--- src/common/backEnd_config.svh ---
`ifndef BACKEND_CONFIG_SVH
`define BACKEND_CONFIG_SVH

// Data path width in bits.
`define BE_XLEN 32

// Architectural register count, x0 included.
`define BE_NUM_REGS 32

// Data memory depth in 32-bit words.
`define BE_MEM_WORDS 256

`endif

--- src/common/backEndPkg.sv ---
`default_nettype none

`include "backEnd_config.svh"

package backEndPkg;

    // Data or address word.
    typedef logic [`BE_XLEN-1:0] word_t;

    // Register file index.
    typedef logic [$clog2(`BE_NUM_REGS)-1:0] regAddr_t;

    // Access size in bits [1:0], unsigned load in bit 2.
    typedef logic [2:0] addrCtl_t;

    typedef enum logic [1:0] {
        resAlu = 2'b00,
        resMem = 2'b01,
        resPc4 = 2'b10,
        resPc8 = 2'b11
    } resultSrc_e;

    typedef enum logic {
        ctlRun  = 1'b0,
        ctlHold = 1'b1 // Memory stage holds a pair that already passed.
    } ctlState_e;

endpackage

`default_nettype wire

--- src/common/laneIf.sv ---
`timescale 1ns/10ps
`default_nettype none

interface laneIf;

    logic                   regWrite;
    backEndPkg::resultSrc_e resultSrc;
    logic                   memWrite;
    backEndPkg::addrCtl_t   addrCtl;
    backEndPkg::word_t      aluResult; // Also the memory address.
    backEndPkg::word_t      writeData;
    backEndPkg::regAddr_t   rd;
    backEndPkg::word_t      pcPlus4;
    backEndPkg::word_t      pcPlus8;

    modport source (
        output regWrite, resultSrc, memWrite, addrCtl,
        output aluResult, writeData, rd, pcPlus4, pcPlus8
    );

    modport sink (
        input regWrite, resultSrc, memWrite, addrCtl,
        input aluResult, writeData, rd, pcPlus4, pcPlus8
    );

endinterface

`default_nettype wire

--- src/verilog/writebackStage.sv ---
`timescale 1ns/10ps
`default_nettype none

`include "backEnd_config.svh"

module writebackStage (
    input  wire logic                 clk,
    input  wire logic                 rst1,
    input  wire logic                 wbClear,
    laneIf.sink                       lane1,
    laneIf.sink                       lane2,
    input  wire backEndPkg::word_t    loadData1,
    input  wire backEndPkg::word_t    loadData2,
    input  wire backEndPkg::regAddr_t readAddr1,
    input  wire backEndPkg::regAddr_t readAddr2,
    output backEndPkg::word_t         readData1,
    output backEndPkg::word_t         readData2,
    output logic                      wbWrite1,
    output logic                      wbWrite2,
    output backEndPkg::regAddr_t      wbRd1,
    output backEndPkg::regAddr_t      wbRd2,
    output backEndPkg::word_t         wbResult1,
    output backEndPkg::word_t         wbResult2
);

    backEndPkg::resultSrc_e srcQ1, srcQ2;
    backEndPkg::word_t      aluQ1, aluQ2;
    backEndPkg::word_t      loadQ1, loadQ2;
    backEndPkg::word_t      pc4Q1, pc4Q2;
    backEndPkg::word_t      pc8Q1, pc8Q2;

    backEndPkg::word_t regs [`BE_NUM_REGS];

    function automatic backEndPkg::word_t selectResult(input backEndPkg::resultSrc_e src,
                                                       input backEndPkg::word_t alu,
                                                       input backEndPkg::word_t load,
                                                       input backEndPkg::word_t pc4,
                                                       input backEndPkg::word_t pc8);
        case (src)
            backEndPkg::resMem: return load;
            backEndPkg::resPc4: return pc4;
            backEndPkg::resPc8: return pc8;
            default:            return alu;
        endcase
    endfunction

    always_ff @(posedge clk) begin
        if (rst1 || wbClear) begin
            wbWrite1 <= 1'b0;
            wbWrite2 <= 1'b0;
            wbRd1    <= '0;
            wbRd2    <= '0;
            srcQ1    <= backEndPkg::resAlu;
            srcQ2    <= backEndPkg::resAlu;
        end else begin
            wbWrite1 <= lane1.regWrite;
            wbWrite2 <= lane2.regWrite;
            wbRd1    <= lane1.rd;
            wbRd2    <= lane2.rd;
            srcQ1    <= lane1.resultSrc;
            srcQ2    <= lane2.resultSrc;
        end
    end

    always_ff @(posedge clk) begin
        aluQ1  <= lane1.aluResult;
        aluQ2  <= lane2.aluResult;
        loadQ1 <= loadData1;
        loadQ2 <= loadData2;
        pc4Q1  <= lane1.pcPlus4;
        pc4Q2  <= lane2.pcPlus4;
        pc8Q1  <= lane1.pcPlus8;
        pc8Q2  <= lane2.pcPlus8;
    end

    assign wbResult1 = selectResult(srcQ1, aluQ1, loadQ1, pc4Q1, pc8Q1);
    assign wbResult2 = selectResult(srcQ2, aluQ2, loadQ2, pc4Q2, pc8Q2);

    always_ff @(posedge clk) begin
        if (rst1) begin
            regs[0] <= '0;
        end else begin
            if (wbWrite1 && (wbRd1 != '0)) regs[wbRd1] <= wbResult1;
            if (wbWrite2 && (wbRd2 != '0)) regs[wbRd2] <= wbResult2; // Younger lane wins.
        end
    end

    assign readData1 = regs[readAddr1];
    assign readData2 = regs[readAddr2];

    x0ReadsZero: assert property (
        @(posedge clk) disable iff (rst1)
        ((readAddr1 == '0) |-> (readData1 == '0)) and ((readAddr2 == '0) |-> (readData2 == '0))
    ) else $error("Register x0 read nonzero.");

endmodule

`default_nettype wire
--- src/flat_wrapper.sv ---
// flat-port wrapper written by rule: the top's interface ports become plain ports
module writebackStage_flat 
  (clk, rst1, wbClear, loadData1, loadData2, readAddr1, readAddr2, readData1, readData2, wbWrite1, wbWrite2, wbRd1, wbRd2, wbResult1, wbResult2, lane1_regWrite, lane1_resultSrc, lane1_memWrite, lane1_addrCtl, lane1_aluResult, lane1_writeData, lane1_rd, lane1_pcPlus4, lane1_pcPlus8, lane2_regWrite, lane2_resultSrc, lane2_memWrite, lane2_addrCtl, lane2_aluResult, lane2_writeData, lane2_rd, lane2_pcPlus4, lane2_pcPlus8);
  laneIf lane1_i ();
  laneIf lane2_i ();
  input  wire logic clk;
  input  wire logic rst1;
  input  wire logic wbClear;
  input  wire backEndPkg::word_t loadData1;
  input  wire backEndPkg::word_t loadData2;
  input  wire backEndPkg::regAddr_t readAddr1;
  input  wire backEndPkg::regAddr_t readAddr2;
  output backEndPkg::word_t readData1;
  output backEndPkg::word_t readData2;
  output logic wbWrite1;
  output logic wbWrite2;
  output backEndPkg::regAddr_t wbRd1;
  output backEndPkg::regAddr_t wbRd2;
  output backEndPkg::word_t wbResult1;
  output backEndPkg::word_t wbResult2;
  input wire logic [$bits(lane1_i.regWrite)-1:0] lane1_regWrite;
  input wire logic [$bits(lane1_i.resultSrc)-1:0] lane1_resultSrc;
  input wire logic [$bits(lane1_i.memWrite)-1:0] lane1_memWrite;
  input wire logic [$bits(lane1_i.addrCtl)-1:0] lane1_addrCtl;
  input wire logic [$bits(lane1_i.aluResult)-1:0] lane1_aluResult;
  input wire logic [$bits(lane1_i.writeData)-1:0] lane1_writeData;
  input wire logic [$bits(lane1_i.rd)-1:0] lane1_rd;
  input wire logic [$bits(lane1_i.pcPlus4)-1:0] lane1_pcPlus4;
  input wire logic [$bits(lane1_i.pcPlus8)-1:0] lane1_pcPlus8;
  input wire logic [$bits(lane2_i.regWrite)-1:0] lane2_regWrite;
  input wire logic [$bits(lane2_i.resultSrc)-1:0] lane2_resultSrc;
  input wire logic [$bits(lane2_i.memWrite)-1:0] lane2_memWrite;
  input wire logic [$bits(lane2_i.addrCtl)-1:0] lane2_addrCtl;
  input wire logic [$bits(lane2_i.aluResult)-1:0] lane2_aluResult;
  input wire logic [$bits(lane2_i.writeData)-1:0] lane2_writeData;
  input wire logic [$bits(lane2_i.rd)-1:0] lane2_rd;
  input wire logic [$bits(lane2_i.pcPlus4)-1:0] lane2_pcPlus4;
  input wire logic [$bits(lane2_i.pcPlus8)-1:0] lane2_pcPlus8;
  assign lane1_i.regWrite = lane1_regWrite;
  assign lane1_i.resultSrc = lane1_resultSrc;
  assign lane1_i.memWrite = lane1_memWrite;
  assign lane1_i.addrCtl = lane1_addrCtl;
  assign lane1_i.aluResult = lane1_aluResult;
  assign lane1_i.writeData = lane1_writeData;
  assign lane1_i.rd = lane1_rd;
  assign lane1_i.pcPlus4 = lane1_pcPlus4;
  assign lane1_i.pcPlus8 = lane1_pcPlus8;
  assign lane2_i.regWrite = lane2_regWrite;
  assign lane2_i.resultSrc = lane2_resultSrc;
  assign lane2_i.memWrite = lane2_memWrite;
  assign lane2_i.addrCtl = lane2_addrCtl;
  assign lane2_i.aluResult = lane2_aluResult;
  assign lane2_i.writeData = lane2_writeData;
  assign lane2_i.rd = lane2_rd;
  assign lane2_i.pcPlus4 = lane2_pcPlus4;
  assign lane2_i.pcPlus8 = lane2_pcPlus8;
  writebackStage u_core (.clk(clk), .rst1(rst1), .wbClear(wbClear), .lane1(lane1_i), .lane2(lane2_i), .loadData1(loadData1), .loadData2(loadData2), .readAddr1(readAddr1), .readAddr2(readAddr2), .readData1(readData1), .readData2(readData2), .wbWrite1(wbWrite1), .wbWrite2(wbWrite2), .wbRd1(wbRd1), .wbRd2(wbRd2), .wbResult1(wbResult1), .wbResult2(wbResult2));
endmodule
--- config.mk ---
export PLATFORM = sky130hd
export DESIGN_NAME = writebackStage_flat
export DESIGN_NICKNAME = d
export VERILOG_FILES = /design/src/common/backEndPkg.sv /design/src/common/laneIf.sv /design/src/verilog/writebackStage.sv /design/src/flat_wrapper.sv
export VERILOG_INCLUDE_DIRS = /design/src /design/src/common
export SDC_FILE = /design/constraint.sdc
export NUM_CORES = 2
export LEC_CHECK = 0
export BUFFER_PORTS_ARGS = -buffer_cell sky130_fd_sc_hd__buf_2
export CAP_MARGIN = 5
export CELL_PAD_IN_SITES_DETAIL_PLACEMENT = 0
export CELL_PAD_IN_SITES_GLOBAL_PLACEMENT = 1
export CORE_UTILIZATION = 45
export DETAILED_ROUTE_END_ITERATION = 10
export PLACE_DENSITY_LB_ADDON = 0.1
export SYNTH_ARGS = -nofsm -noshare
export SYNTH_HDL_FRONTEND = slang
export SYNTH_SLANG_ARGS = --single-unit
--- constraint.sdc ---
create_clock -name clk -period 6.5 [get_ports clk]
set_input_delay 0.325 -clock clk [delete_from_list [all_inputs] [get_ports clk]]
set_output_delay 0.325 -clock clk [all_outputs]
set_load 0.01 [all_outputs]
==> flow_summary.json <==
{
  "run_status": "finished clean",
  "endpoint_kind": "primary output",
  "grt_antenna_before_repair": 2,
  "syn_avg_cell_area_um2": 10.6,
  "drc": 0,
  "worstPathRequired_ns": 6.17,
  "critical_path.n_buffers_inverters": 3,
  "synth_area_um2": 67700,
  "fin_ws_ns": 2.80,
  "timing.fmax_ghz": 0.270,
  "root_buffer": "sky130_fd_sc_hd__clkbuf_16",
  "synth-warning-count": 0,
  "worst_hold_path_type": "in -> reg",
  "io_pins": 497,
  "drive_gt1_frac": 0.150,
  "portion_of_synthesized_cell_area_occupied_by_the_leading_cell_type": 0.454,
  "overall_die_width_um": 390,
  "slew_headroom": 0.228,
  "grt_start_max_net_pins": 118,
  "finalMaxSlewViolations": 0,
  "gpl.final_weighted_congestion": 0.825,
  "critical_path_class": "in -> out",
  "async_reset_ff_frac": 0,
  "period_minus_slack_ns": 3.70,
  "cts_buffer_depth": 3,
  "largest_area_contributor_in_the_synthesized_netlist": "sky130_fd_sc_hd__edfxtp_1",
  "p_per_area_nw_per_um2": 246,
  "die_outline_area_um2": 152000,
  "detail_route.wirelength_um": 244000,
  "critical-path-top-delay-family": "buffers and inverters",
  "vias_per_cell": 5.93,
  "port_buffers": 424,
  "cp_max_delay_cell": "sky130_fd_sc_hd__a31oi_1",
  "yosys.cell_count.top_type": "sky130_fd_sc_hd__nand2_1",
  "synth_top_cells_by_area": "sky130_fd_sc_hd__edfxtp_1 45%, sky130_fd_sc_hd__mux2i_1 16%, sky130_fd_sc_hd__dfxtp_1 8.0%",
  "vias": 52300,
  "postSynthRegisterBits": 1296,
  "critPathMaxStageDelay_ns": 0.79,
  "floorplan.rows": 141,
  "detail_route.iter0.violations": 5305,
  "tritoncts": "built",
  "htree_levels": 4,
  "cap_viol_max_count": 0,
  "vdd.ir_drop.worst_mv": 0.272,
  "fp.dieH_um": 390,
  "worst_ep_arrival_time_ns": 3.37,
  "worstPathCellList": "buf_8 -> buf_4 -> mux2i_1 -> a22o_1 -> nor3_1 -> a31oi_1 -> nand3_1 -> buf_2",
  "netlist_top_cells_count": "1243 x sky130_fd_sc_hd__nand2_1, 1056 x sky130_fd_sc_hd__mux2i_1, 1024 x sky130_fd_sc_hd__edfxtp_1",
  "grt_first_pass_wirelength_um": 347000,
  "timing.final.setup_violations": 0,
  "core_um2": 149000,
  "numCtsBuffers": 147,
  "drtAntennaViolNets": 0,
  "worstSkewPairLatency_ns": 0.79,
  "area_growth_syn_to_fin_pct": 15.5,
  "initial_standard_cell_utilization_of_the_core": 0.456,
  "cts.reportedPaths.clkPinSlew_ns": 0.06,
  "total_power_mw": 19.2,
  "hold_viol_final": 0,
  "synth-edff-count": 1024,
  "dp_worst_setup_slack_ns": 2.83,
  "rsz0062_at_grt": "false",
  "track_usage": 0.316,
  "final.setup_skew_ns": 0.0219,
  "gr_overflow_total": 0,
  "first_global_vias": 50600,
  "wl_per_cell_um": 27.7,
  "p_leak_nw": 31.2,
  "fin_tns_setup_ns": 0,
  "fill_cells": 13000,
  "num-nets-final": 7059,
  "period_share": 0.569,
  "timing.critical_path.fanout_max": 67,
  "clock_sink_count": 1296,
  "netlist-cell-type-count": 37,
  "drt_first_pass_iters": 6,
  "synth_sequential_area_ratio": 0.535,
  "holdWs_ns": 0.0663,
  "critical_path.startpoint_type": "primary input",
  "cts_post_setup_buffers_inserted": 0,
  "synthesis.instances": 6410,
  "place.detailed.hpwl_um": 141000,
  "ys.flop_type": "sky130_fd_sc_hd__edfxtp_1",
  "synth_nets": 6767,
  "worst_slew_pin_slew_ns": 1.16
}
## worst register-to-register path, delay by kind of cell, from the launching register on
kind                   cells  cell delay, ns
and+or+nand+nor            2            1.12
AOI/OAI and AO/OA          1            0.99
DFF                        1            0.62
buffers and inverters      1            0.48
## what timing repair did
item	CTS	global route
hold buffers	272	0
endpoints found under the hold margin	272	0
gates resized for setup	0	0
## final timing paths
kind	startpoint	end	slack [ns]	cells past startpoint
worst min register to register	u_core.pc8Q2[16]	u_core.regs[6][16]	1.00	5
worst max register to register	u_core.wbWrite1	u_core.regs[19][10]	2.92	4
worst max-delay path	readAddr2[1]	readData2[15]	2.80	8
worst min-delay path	rst1	u_core.regs[0][29]	0.07	2
## metrics by stage
| step | area, um^2 | std cells | util |
|---|---|---|---|
| finish | 78200 | 8824 | 0.526 |
| global route | 78200 | 8823 | 0.526 |
| detailed placement | 70700 | 8283 | 0.476 |
| floorplan | 67700 | 6410 | - |
| global placement | 70700 | 8283 | 0.476 |
| CTS | 78200 | 8823 | 0.526 |
## layer usage
metal	up-vias	global-route usage	wire [um]
li1	24000	-	-
met1	25500	0.432	103000
met2	2394	0.501	112000
met3	391	0.0626	21700
met4	0	0.104	7420
met5	-	0	0
## power by group
part | leakage, nW | switching (mW) | internal, mW
clock network | 2.36 | 3.50 | 4.87
registers | 14.1 | 0.0423 | 8.95
logic | 14.7 | 1.21 | 0.679
total | 31.2 | 4.75 | 14.5
## cell usage in the layout, fill, tap and decap left out, drive strengths merged, types with 3 or more instances in the layout
master / instances
a22o: 128
nand3: 196
dfxtp: 272
nand2b: 7
mux2: 32
clkinv: 50
mux4: 32
inv: 49
nor2b: 9
a21oi: 192
nor3: 69
dlygate4sd3: 272
o21ai: 1053
a31oi: 65
mux2i: 1056
nand2: 1253
nand3b: 3
bufinv: 10
clkbuf: 192
and2: 52
buf: 594
edfxtp: 1024
a22oi: 192
nor2: 7
## state kept, by name (all words and copies together) (netlist names)
signal,flops
u_core.regs,1024
u_core.aluQ1,32
u_core.srcQ1,2
u_core.pc8Q2,32
u_core.wbRd2,5
u_core.pc4Q1,32
u_core.pc4Q2,32
u_core.loadQ2,32
u_core.loadQ1,32
u_core.pc8Q1,32
u_core.srcQ2,2
u_core.wbRd1,5
u_core.aluQ2,32
u_core.wbWrite1,1
u_core.wbWrite2,1
## cells by family after synthesis
logic type,Yosys count,share of synthesized area
flip-flops,1296,0.535
AND/OR/NAND/NOR,1603,0.0983
multiplexers,1120,0.172
AO/OA/AOI/OAI,1633,0.136
buffers and inverters,758,0.0583
## cell type report
cell class | instances | area, um^2 | area share
sequential | 1296 | 36200 | 0.463
tap | 2002 | 2500 | 0.0320
timing repair buffer | 866 | 6380 | 0.0816
multi-input combinational | 4356 | 28200 | 0.360
inverter | 35 | 131 | 0.00168
antenna | 1 | 2.50 | 0.0000320
clock buffer | 192 | 4110 | 0.0526
clock inverter | 76 | 689 | 0.00882
No activity file was read; power rests on OpenSTA's default activity.
