### src/common/backEnd_config.svh
`ifndef BACKEND_CONFIG_SVH
`define BACKEND_CONFIG_SVH

// Data path width in bits.
`define BE_XLEN 32

// Architectural register count, x0 included.
`define BE_NUM_REGS 32

// Data memory depth in 32-bit words.
`define BE_MEM_WORDS 256

`endif

### src/common/backEndPkg.sv
`default_nettype none

`include "backEnd_config.svh"

package backEndPkg;

    // Data or address word.
    typedef logic [`BE_XLEN-1:0] word_t;

    // Register file index.
    typedef logic [$clog2(`BE_NUM_REGS)-1:0] regAddr_t;

    // Access size in bits [1:0], unsigned load in bit 2.
    typedef logic [2:0] addrCtl_t;

    typedef enum logic [1:0] {
        resAlu = 2'b00,
        resMem = 2'b01,
        resPc4 = 2'b10,
        resPc8 = 2'b11
    } resultSrc_e;

    typedef enum logic {
        ctlRun  = 1'b0,
        ctlHold = 1'b1 // Memory stage holds a pair that already passed.
    } ctlState_e;

endpackage

`default_nettype wire

### src/common/laneIf.sv
`timescale 1ns/10ps
`default_nettype none

interface laneIf;

    logic                   regWrite;
    backEndPkg::resultSrc_e resultSrc;
    logic                   memWrite;
    backEndPkg::addrCtl_t   addrCtl;
    backEndPkg::word_t      aluResult; // Also the memory address.
    backEndPkg::word_t      writeData;
    backEndPkg::regAddr_t   rd;
    backEndPkg::word_t      pcPlus4;
    backEndPkg::word_t      pcPlus8;

    modport source (
        output regWrite, resultSrc, memWrite, addrCtl,
        output aluResult, writeData, rd, pcPlus4, pcPlus8
    );

    modport sink (
        input regWrite, resultSrc, memWrite, addrCtl,
        input aluResult, writeData, rd, pcPlus4, pcPlus8
    );

endinterface

`default_nettype wire

### src/common/pipeCtlIf.sv
`timescale 1ns/10ps
`default_nettype none

interface pipeCtlIf;

    logic en1;
    logic en2;
    logic clear1; // Turns lane 1 into a bubble.
    logic clear2;

    modport ctl (
        output en1, en2, clear1, clear2
    );

    modport stage (
        input en1, en2, clear1, clear2
    );

endinterface

`default_nettype wire

### src/verilog/executeToMemoryRegister.sv
`timescale 1ns/10ps
`default_nettype none

module executeToMemoryRegister (
    input  wire logic clk,
    input  wire logic rst1,
    pipeCtlIf.stage   ctl,
    laneIf.sink       inLane1,
    laneIf.sink       inLane2,
    laneIf.source     outLane1,
    laneIf.source     outLane2
);

    // Lane 1, the older instruction.
    always_ff @(posedge clk) begin
        if (rst1 || ctl.clear1) begin
            outLane1.regWrite  <= 1'b0;
            outLane1.resultSrc <= backEndPkg::resAlu;
            outLane1.memWrite  <= 1'b0;
            outLane1.addrCtl   <= '0;
            outLane1.aluResult <= '0;
            outLane1.writeData <= '0;
            outLane1.rd        <= '0;
            outLane1.pcPlus4   <= '0;
            outLane1.pcPlus8   <= '0;
        end else if (ctl.en1) begin
            outLane1.regWrite  <= inLane1.regWrite;
            outLane1.resultSrc <= inLane1.resultSrc;
            outLane1.memWrite  <= inLane1.memWrite;
            outLane1.addrCtl   <= inLane1.addrCtl;
            outLane1.aluResult <= inLane1.aluResult;
            outLane1.writeData <= inLane1.writeData;
            outLane1.rd        <= inLane1.rd;
            outLane1.pcPlus4   <= inLane1.pcPlus4;
            outLane1.pcPlus8   <= inLane1.pcPlus8;
        end
    end

    // Lane 2, the younger instruction.
    always_ff @(posedge clk) begin
        if (rst1 || ctl.clear2) begin
            outLane2.regWrite  <= 1'b0;
            outLane2.resultSrc <= backEndPkg::resAlu;
            outLane2.memWrite  <= 1'b0;
            outLane2.addrCtl   <= '0;
            outLane2.aluResult <= '0;
            outLane2.writeData <= '0;
            outLane2.rd        <= '0;
            outLane2.pcPlus4   <= '0;
            outLane2.pcPlus8   <= '0;
        end else if (ctl.en2) begin
            outLane2.regWrite  <= inLane2.regWrite;
            outLane2.resultSrc <= inLane2.resultSrc;
            outLane2.memWrite  <= inLane2.memWrite;
            outLane2.addrCtl   <= inLane2.addrCtl;
            outLane2.aluResult <= inLane2.aluResult;
            outLane2.writeData <= inLane2.writeData;
            outLane2.rd        <= inLane2.rd;
            outLane2.pcPlus4   <= inLane2.pcPlus4;
            outLane2.pcPlus8   <= inLane2.pcPlus8;
        end
    end

endmodule

`default_nettype wire

### src/flat_wrapper.sv
// flat-port wrapper written by rule: the top's interface ports become plain ports
module executeToMemoryRegister_flat 
  (clk, rst1, ctl_en1, ctl_en2, ctl_clear1, ctl_clear2, inLane1_regWrite, inLane1_resultSrc, inLane1_memWrite, inLane1_addrCtl, inLane1_aluResult, inLane1_writeData, inLane1_rd, inLane1_pcPlus4, inLane1_pcPlus8, inLane2_regWrite, inLane2_resultSrc, inLane2_memWrite, inLane2_addrCtl, inLane2_aluResult, inLane2_writeData, inLane2_rd, inLane2_pcPlus4, inLane2_pcPlus8, outLane1_regWrite, outLane1_resultSrc, outLane1_memWrite, outLane1_addrCtl, outLane1_aluResult, outLane1_writeData, outLane1_rd, outLane1_pcPlus4, outLane1_pcPlus8, outLane2_regWrite, outLane2_resultSrc, outLane2_memWrite, outLane2_addrCtl, outLane2_aluResult, outLane2_writeData, outLane2_rd, outLane2_pcPlus4, outLane2_pcPlus8);
  pipeCtlIf ctl_i ();
  laneIf inLane1_i ();
  laneIf inLane2_i ();
  laneIf outLane1_i ();
  laneIf outLane2_i ();
  input  wire logic clk;
  input  wire logic rst1;
  input wire logic [$bits(ctl_i.en1)-1:0] ctl_en1;
  input wire logic [$bits(ctl_i.en2)-1:0] ctl_en2;
  input wire logic [$bits(ctl_i.clear1)-1:0] ctl_clear1;
  input wire logic [$bits(ctl_i.clear2)-1:0] ctl_clear2;
  input wire logic [$bits(inLane1_i.regWrite)-1:0] inLane1_regWrite;
  input wire logic [$bits(inLane1_i.resultSrc)-1:0] inLane1_resultSrc;
  input wire logic [$bits(inLane1_i.memWrite)-1:0] inLane1_memWrite;
  input wire logic [$bits(inLane1_i.addrCtl)-1:0] inLane1_addrCtl;
  input wire logic [$bits(inLane1_i.aluResult)-1:0] inLane1_aluResult;
  input wire logic [$bits(inLane1_i.writeData)-1:0] inLane1_writeData;
  input wire logic [$bits(inLane1_i.rd)-1:0] inLane1_rd;
  input wire logic [$bits(inLane1_i.pcPlus4)-1:0] inLane1_pcPlus4;
  input wire logic [$bits(inLane1_i.pcPlus8)-1:0] inLane1_pcPlus8;
  input wire logic [$bits(inLane2_i.regWrite)-1:0] inLane2_regWrite;
  input wire logic [$bits(inLane2_i.resultSrc)-1:0] inLane2_resultSrc;
  input wire logic [$bits(inLane2_i.memWrite)-1:0] inLane2_memWrite;
  input wire logic [$bits(inLane2_i.addrCtl)-1:0] inLane2_addrCtl;
  input wire logic [$bits(inLane2_i.aluResult)-1:0] inLane2_aluResult;
  input wire logic [$bits(inLane2_i.writeData)-1:0] inLane2_writeData;
  input wire logic [$bits(inLane2_i.rd)-1:0] inLane2_rd;
  input wire logic [$bits(inLane2_i.pcPlus4)-1:0] inLane2_pcPlus4;
  input wire logic [$bits(inLane2_i.pcPlus8)-1:0] inLane2_pcPlus8;
  output wire logic [$bits(outLane1_i.regWrite)-1:0] outLane1_regWrite;
  output wire logic [$bits(outLane1_i.resultSrc)-1:0] outLane1_resultSrc;
  output wire logic [$bits(outLane1_i.memWrite)-1:0] outLane1_memWrite;
  output wire logic [$bits(outLane1_i.addrCtl)-1:0] outLane1_addrCtl;
  output wire logic [$bits(outLane1_i.aluResult)-1:0] outLane1_aluResult;
  output wire logic [$bits(outLane1_i.writeData)-1:0] outLane1_writeData;
  output wire logic [$bits(outLane1_i.rd)-1:0] outLane1_rd;
  output wire logic [$bits(outLane1_i.pcPlus4)-1:0] outLane1_pcPlus4;
  output wire logic [$bits(outLane1_i.pcPlus8)-1:0] outLane1_pcPlus8;
  output wire logic [$bits(outLane2_i.regWrite)-1:0] outLane2_regWrite;
  output wire logic [$bits(outLane2_i.resultSrc)-1:0] outLane2_resultSrc;
  output wire logic [$bits(outLane2_i.memWrite)-1:0] outLane2_memWrite;
  output wire logic [$bits(outLane2_i.addrCtl)-1:0] outLane2_addrCtl;
  output wire logic [$bits(outLane2_i.aluResult)-1:0] outLane2_aluResult;
  output wire logic [$bits(outLane2_i.writeData)-1:0] outLane2_writeData;
  output wire logic [$bits(outLane2_i.rd)-1:0] outLane2_rd;
  output wire logic [$bits(outLane2_i.pcPlus4)-1:0] outLane2_pcPlus4;
  output wire logic [$bits(outLane2_i.pcPlus8)-1:0] outLane2_pcPlus8;
  assign ctl_i.en1 = ctl_en1;
  assign ctl_i.en2 = ctl_en2;
  assign ctl_i.clear1 = ctl_clear1;
  assign ctl_i.clear2 = ctl_clear2;
  assign inLane1_i.regWrite = inLane1_regWrite;
  assign inLane1_i.resultSrc = inLane1_resultSrc;
  assign inLane1_i.memWrite = inLane1_memWrite;
  assign inLane1_i.addrCtl = inLane1_addrCtl;
  assign inLane1_i.aluResult = inLane1_aluResult;
  assign inLane1_i.writeData = inLane1_writeData;
  assign inLane1_i.rd = inLane1_rd;
  assign inLane1_i.pcPlus4 = inLane1_pcPlus4;
  assign inLane1_i.pcPlus8 = inLane1_pcPlus8;
  assign inLane2_i.regWrite = inLane2_regWrite;
  assign inLane2_i.resultSrc = inLane2_resultSrc;
  assign inLane2_i.memWrite = inLane2_memWrite;
  assign inLane2_i.addrCtl = inLane2_addrCtl;
  assign inLane2_i.aluResult = inLane2_aluResult;
  assign inLane2_i.writeData = inLane2_writeData;
  assign inLane2_i.rd = inLane2_rd;
  assign inLane2_i.pcPlus4 = inLane2_pcPlus4;
  assign inLane2_i.pcPlus8 = inLane2_pcPlus8;
  assign outLane1_regWrite = outLane1_i.regWrite;
  assign outLane1_resultSrc = outLane1_i.resultSrc;
  assign outLane1_memWrite = outLane1_i.memWrite;
  assign outLane1_addrCtl = outLane1_i.addrCtl;
  assign outLane1_aluResult = outLane1_i.aluResult;
  assign outLane1_writeData = outLane1_i.writeData;
  assign outLane1_rd = outLane1_i.rd;
  assign outLane1_pcPlus4 = outLane1_i.pcPlus4;
  assign outLane1_pcPlus8 = outLane1_i.pcPlus8;
  assign outLane2_regWrite = outLane2_i.regWrite;
  assign outLane2_resultSrc = outLane2_i.resultSrc;
  assign outLane2_memWrite = outLane2_i.memWrite;
  assign outLane2_addrCtl = outLane2_i.addrCtl;
  assign outLane2_aluResult = outLane2_i.aluResult;
  assign outLane2_writeData = outLane2_i.writeData;
  assign outLane2_rd = outLane2_i.rd;
  assign outLane2_pcPlus4 = outLane2_i.pcPlus4;
  assign outLane2_pcPlus8 = outLane2_i.pcPlus8;
  executeToMemoryRegister u_core (.clk(clk), .rst1(rst1), .ctl(ctl_i), .inLane1(inLane1_i), .inLane2(inLane2_i), .outLane1(outLane1_i), .outLane2(outLane2_i));
endmodule
### config.mk
export PLATFORM = sky130hd
export DESIGN_NAME = executeToMemoryRegister_flat
export DESIGN_NICKNAME = d
export VERILOG_FILES = /design/src/common/backEndPkg.sv /design/src/common/laneIf.sv /design/src/common/pipeCtlIf.sv /design/src/verilog/executeToMemoryRegister.sv /design/src/flat_wrapper.sv
export VERILOG_INCLUDE_DIRS = /design/src /design/src/common
export SDC_FILE = /design/constraint.sdc
export NUM_CORES = 1
export LEC_CHECK = 0
export BUFFER_PORTS_ARGS = -buffer_cell sky130_fd_sc_hd__buf_2
export CAP_MARGIN = 20
export CORE_AREA = 2 2 218 220
export DETAILED_ROUTE_END_ITERATION = 6
export DIE_AREA = 0 0 220 222
export GPL_TIMING_DRIVEN = 0
export PLACE_DENSITY = 0.45
export SLEW_MARGIN = 20
export SYNTH_ARGS = -nofsm -noshare
export SYNTH_HDL_FRONTEND = slang
export SYNTH_SLANG_ARGS = --single-unit
### constraint.sdc
create_clock -name clk -period 1.6 [get_ports clk]
set_clock_uncertainty 0.15 [all_clocks]
set_input_delay 0.08 -clock clk [delete_from_list [all_inputs] [get_ports clk]]
set_output_delay 0.08 -clock clk [all_outputs]
set_load 0.02 [all_outputs]
==> run summary <==
The run finished with clean final reports. The netlist area before placement was 9970 sq um. The critical path starts at u_core.outLane2.pcPlus4[31]$_SDFFE_PP0P_. The routed layout has 9599 vias.

After global routing the overflow that remains totals 0. Worst reg-to-reg path cell count: 3. STA puts the critical path data required time at 1840 ps. The number of setup buffers added after CTS is 0. For the total placed cells including tap cells, the log shows 2076. The via count of the first global-routing pass came out at 10000.

The run gives 0 ps as the final setup TNS. The run gives 0 as the number of pins exceeding their max-slew limit in the final report. The post-layout minimum cycle time was 1330 ps; the static power due to leakage was 0.00899 uW.

Following the worst setup path forward leads to its endpoint at u_core.outLane2.pcPlus4[31]$_SDFFE_PP0P_. The transition time of the tightest slew-check pin was 504 ps. Effective utilization at floorplan: 21.6%. TritonCTS built the clock tree. The tools report the final antenna-violating net count as 0.

Counting instances in the post-synthesis netlist gives the leading cell types as dfxtp_1 (280), mux2i_1 (280), nor2_1 (280). The number of DRC markers in iteration 0 was 180; the achievable clock frequency was 751 MHz. Across the VDD grid, the largest voltage drop is 0.648 mV. In the routed design, unresolved DRC markers number 0.

For the number of antenna violations at the first check in global routing, the log shows 3. STA classifies the critical path startpoint as a register. The final layout contains routed wiring with a total length of 37.6 mm. Counting the buffers created by CTS gives 34. Of the cells placed in the final design, the portion with a size suffix greater than 1 is 36.8%. The run gives 3 as the buffer depth of the longest clock path. The area growth from synthesis to final layout is 77.6%, and the largest net degree at the start of global routing is 13. The synthesized netlist contains 8 unique library cells. The run gives 0 as the final hold violation count.

After synthesis the netlist holds a flip-flop and latch count of 280. The logs give 2 for the H-tree level count and 2092 for the number of nets in the final layout. After detailed routing, the average wire length per cell comes to 15.4 microns. The floorplan has 79 rows. The clock transition at the registers of the reported paths is 60 ps. The horizontal die dimension was 220 microns. Counting flops with an async set or reset pin after synthesis yields a share of 0%.

The total of fill cells in the finished design was 4659. The tools report the post-synth net total as 1192. Data arrives at the worst endpoint at 1580 ps. Port buffering added 563 buffers. For this design the ratio of total power to cell area is 997 nW/um^2. The type of the worst setup path was register to register. The max-slew headroom at the worst pin was 66.4%. The most used flip-flop cell after synthesis is dfxtp_1.

The combined global-route utilization of all metal layers is 14.7%, and the top-level I/O count is 566. The detailed-routing iteration count for the pre-antenna-repair pass came out at 5. Biggest area consumer among synthesized cells: dfxtp_1. In the final layout, the multi-input gates occupy 3870 sq um.

Overall die area: 48800 sq um. Sequential cells were found to cover 56.2% of the synthesized design area. The run gives 26.9% as the met2 routing resource usage after global routing.

For the total of endpoints with negative setup slack in the final report, the log shows 0. Summed over all nets, the half-perimeter wirelength after detailed placement is 28.3 mm. STA classifies the critical path endpoint as a register. The number of hold buffers added after CTS was 301. The first global-routing pass estimated 55.8 mm of wire.

The clock reaches the later pin of the worst-skew pair after 530 ps. Each instance of the synthesized netlist takes up on average 11.0 sq um. The tree is rooted in a clkbuf_16.

Counting flops with a built-in enable in the synthesized netlist gives 0. The floorplan step defined a core boundary enclosing 46300 sq um. The met3 usage in global routing is 4.22%. The tools report the clock sink count as 280. The floorplan step set the die height to 222 microns. The highest-utilization routing layer at the global route stage is met2. For this run, the number of standard cells in the final layout without fillers is 2440. The met1 routing resource usage after global routing is 15.8%, and the ratio of final minimum period to clock period is 83.3%. The quantity of gates resized following cts is 0. The area share of the largest cell type after synthesis came out at 56.2%. The number of instances in the synthesized netlist is 906. The tools report the weighted congestion at the end of routability-driven global placement as 0.786.

Using the TritonRoute via totals, the vias-per-cell ratio works out to 3.93. By area the synthesized netlist is led by dfxtp_1 (56%), mux2i_1 (28%), nor2_1 (11%). Setup repair after global routing left no endpoint under its margin. The count of yosys warnings during synthesis came out at 0. The run gives 5610 sq um as the sequential cell area. The worst register-to-register path ends at u_core.outLane2.pcPlus4[31]$_SDFFE_PP0P_. Path class of the lowest-slack min-delay path: primary input to register. Along the worst path, the maximum fanout reaches 2.

The register-to-register setup slack is 270 ps. Across the run, the number of max-cap violations was 0. The startpoint identified for the worst register-to-register timing path is u_core.outLane2.pcPlus4[31]$_SDFFE_PP0P_.
-- cells by family (layout without fill, tap and decap cells) --
kind of cell	after synthesis	in the layout	share of synthesized area [%]
buffers and inverters	64	988	5.04
DFF	280	280	56.2
muxes	280	280	28.1
other	0	3	0
and+or+nand+nor	282	282	10.7
-- layout by cell type (no fill, tap or decap) --
cell type / n
clkbuf_8: 11
buf_6: 22
mux2i_1: 280
dfxtp_1: 280
diode_2: 3
dlygate4sd3_1: 301
clkinv_2: 5
inv_6: 1
clkbuf_1: 13
buf_2: 575
bufinv_16: 2
clkbuf_16: 35
nor2_1: 280
buf_4: 22
or2_1: 2
clkinvlp_4: 1
-- per-layer routing --
metal / wire (microns) / vias to the layer above
met1: 14600 / 4410
met5: 0 / -
met3: 2710 / 71
li1: - / 4799
met2: 19200 / 319
met4: 1130 / 0
-- power by group --
group	internal (uW)	switching, uW	total, uW
clock network	4830	3020	7860
registers	7210	111	7320
logic	1330	1160	2490
-- worst min path at each step --
stage | start | end | slack (ps) | depth (start not counted)
after global placement | inLane1_pcPlus4[31] | u_core.outLane1.pcPlus4[31]$_SDFFE_PP0P_ | 160 | 3
final | ctl_en2 | u_core.outLane2.aluResult[31]$_SDFFE_PP0P_ | 40 | 4
after detailed placement | inLane2_aluResult[19] | u_core.outLane2.aluResult[19]$_SDFFE_PP0P_ | 170 | 3
after CTS | ctl_en2 | u_core.outLane2.resultSrc[1]$_SDFFE_PP0P_ | 1 | 4
after global routing | ctl_en2 | u_core.outLane2.pcPlus4[8]$_SDFFE_PP0P_ | 40 | 4
after floorplan | inLane1_aluResult[28] | u_core.outLane1.aluResult[28]$_SDFFE_PP0P_ | 80 | 2
-- sequential cells by signal, indices dropped and copies added (netlist names), 2 cells and up --
register / count
u_core.outLane1.writeData: 32
u_core.outLane2.pcPlus8: 32
u_core.outLane1.pcPlus8: 32
u_core.outLane1.pcPlus4: 32
u_core.outLane2.writeData: 32
u_core.outLane2.pcPlus4: 32
u_core.outLane2.aluResult: 32
u_core.outLane1.rd: 5
u_core.outLane2.resultSrc: 2
u_core.outLane1.addrCtl: 3
u_core.outLane1.resultSrc: 2
u_core.outLane1.aluResult: 32
u_core.outLane2.rd: 5
u_core.outLane2.addrCtl: 3
-- cell type report --
cell class / count / area share [%]
clock buffers: 51 / 5.90
well taps: 607 / 4.29
plain buffers: 64 / 2.84
flip-flops and latches: 280 / 31.6
repair buffers: 864 / 32.9
multi-input cells: 562 / 21.8
diodes: 3 / 0.0424
clock inverters: 9 / 0.572
-- through the flow --
step / cell area (sq um) / power (uW) / setup slack [ps] / hold WS (ps) / util [%]
4_1_cts: 17700 / 18000 / 233 / 1.03 / 38.3
3_5_place_dp: 13600 / 9360 / 228 / 171 / 29.3
5_1_grt: 17700 / 18500 / 182 / 40.9 / 38.3
2_1_floorplan: 9970 / 8550 / 583 / 77.2 / -
6_report: 17700 / 17700 / 268 / 43.0 / 38.3
3_3_place_gp: 13600 / 9340 / 263 / 163 / 29.3
-- worst max-delay path: stages, from the launching register on --
cell           delay (ps)
dfxtp_1               310
mux2i_1               130
dlygate4sd3_1         580
nor2_1                 40
No activity file was read; power rests on OpenSTA's default activity.
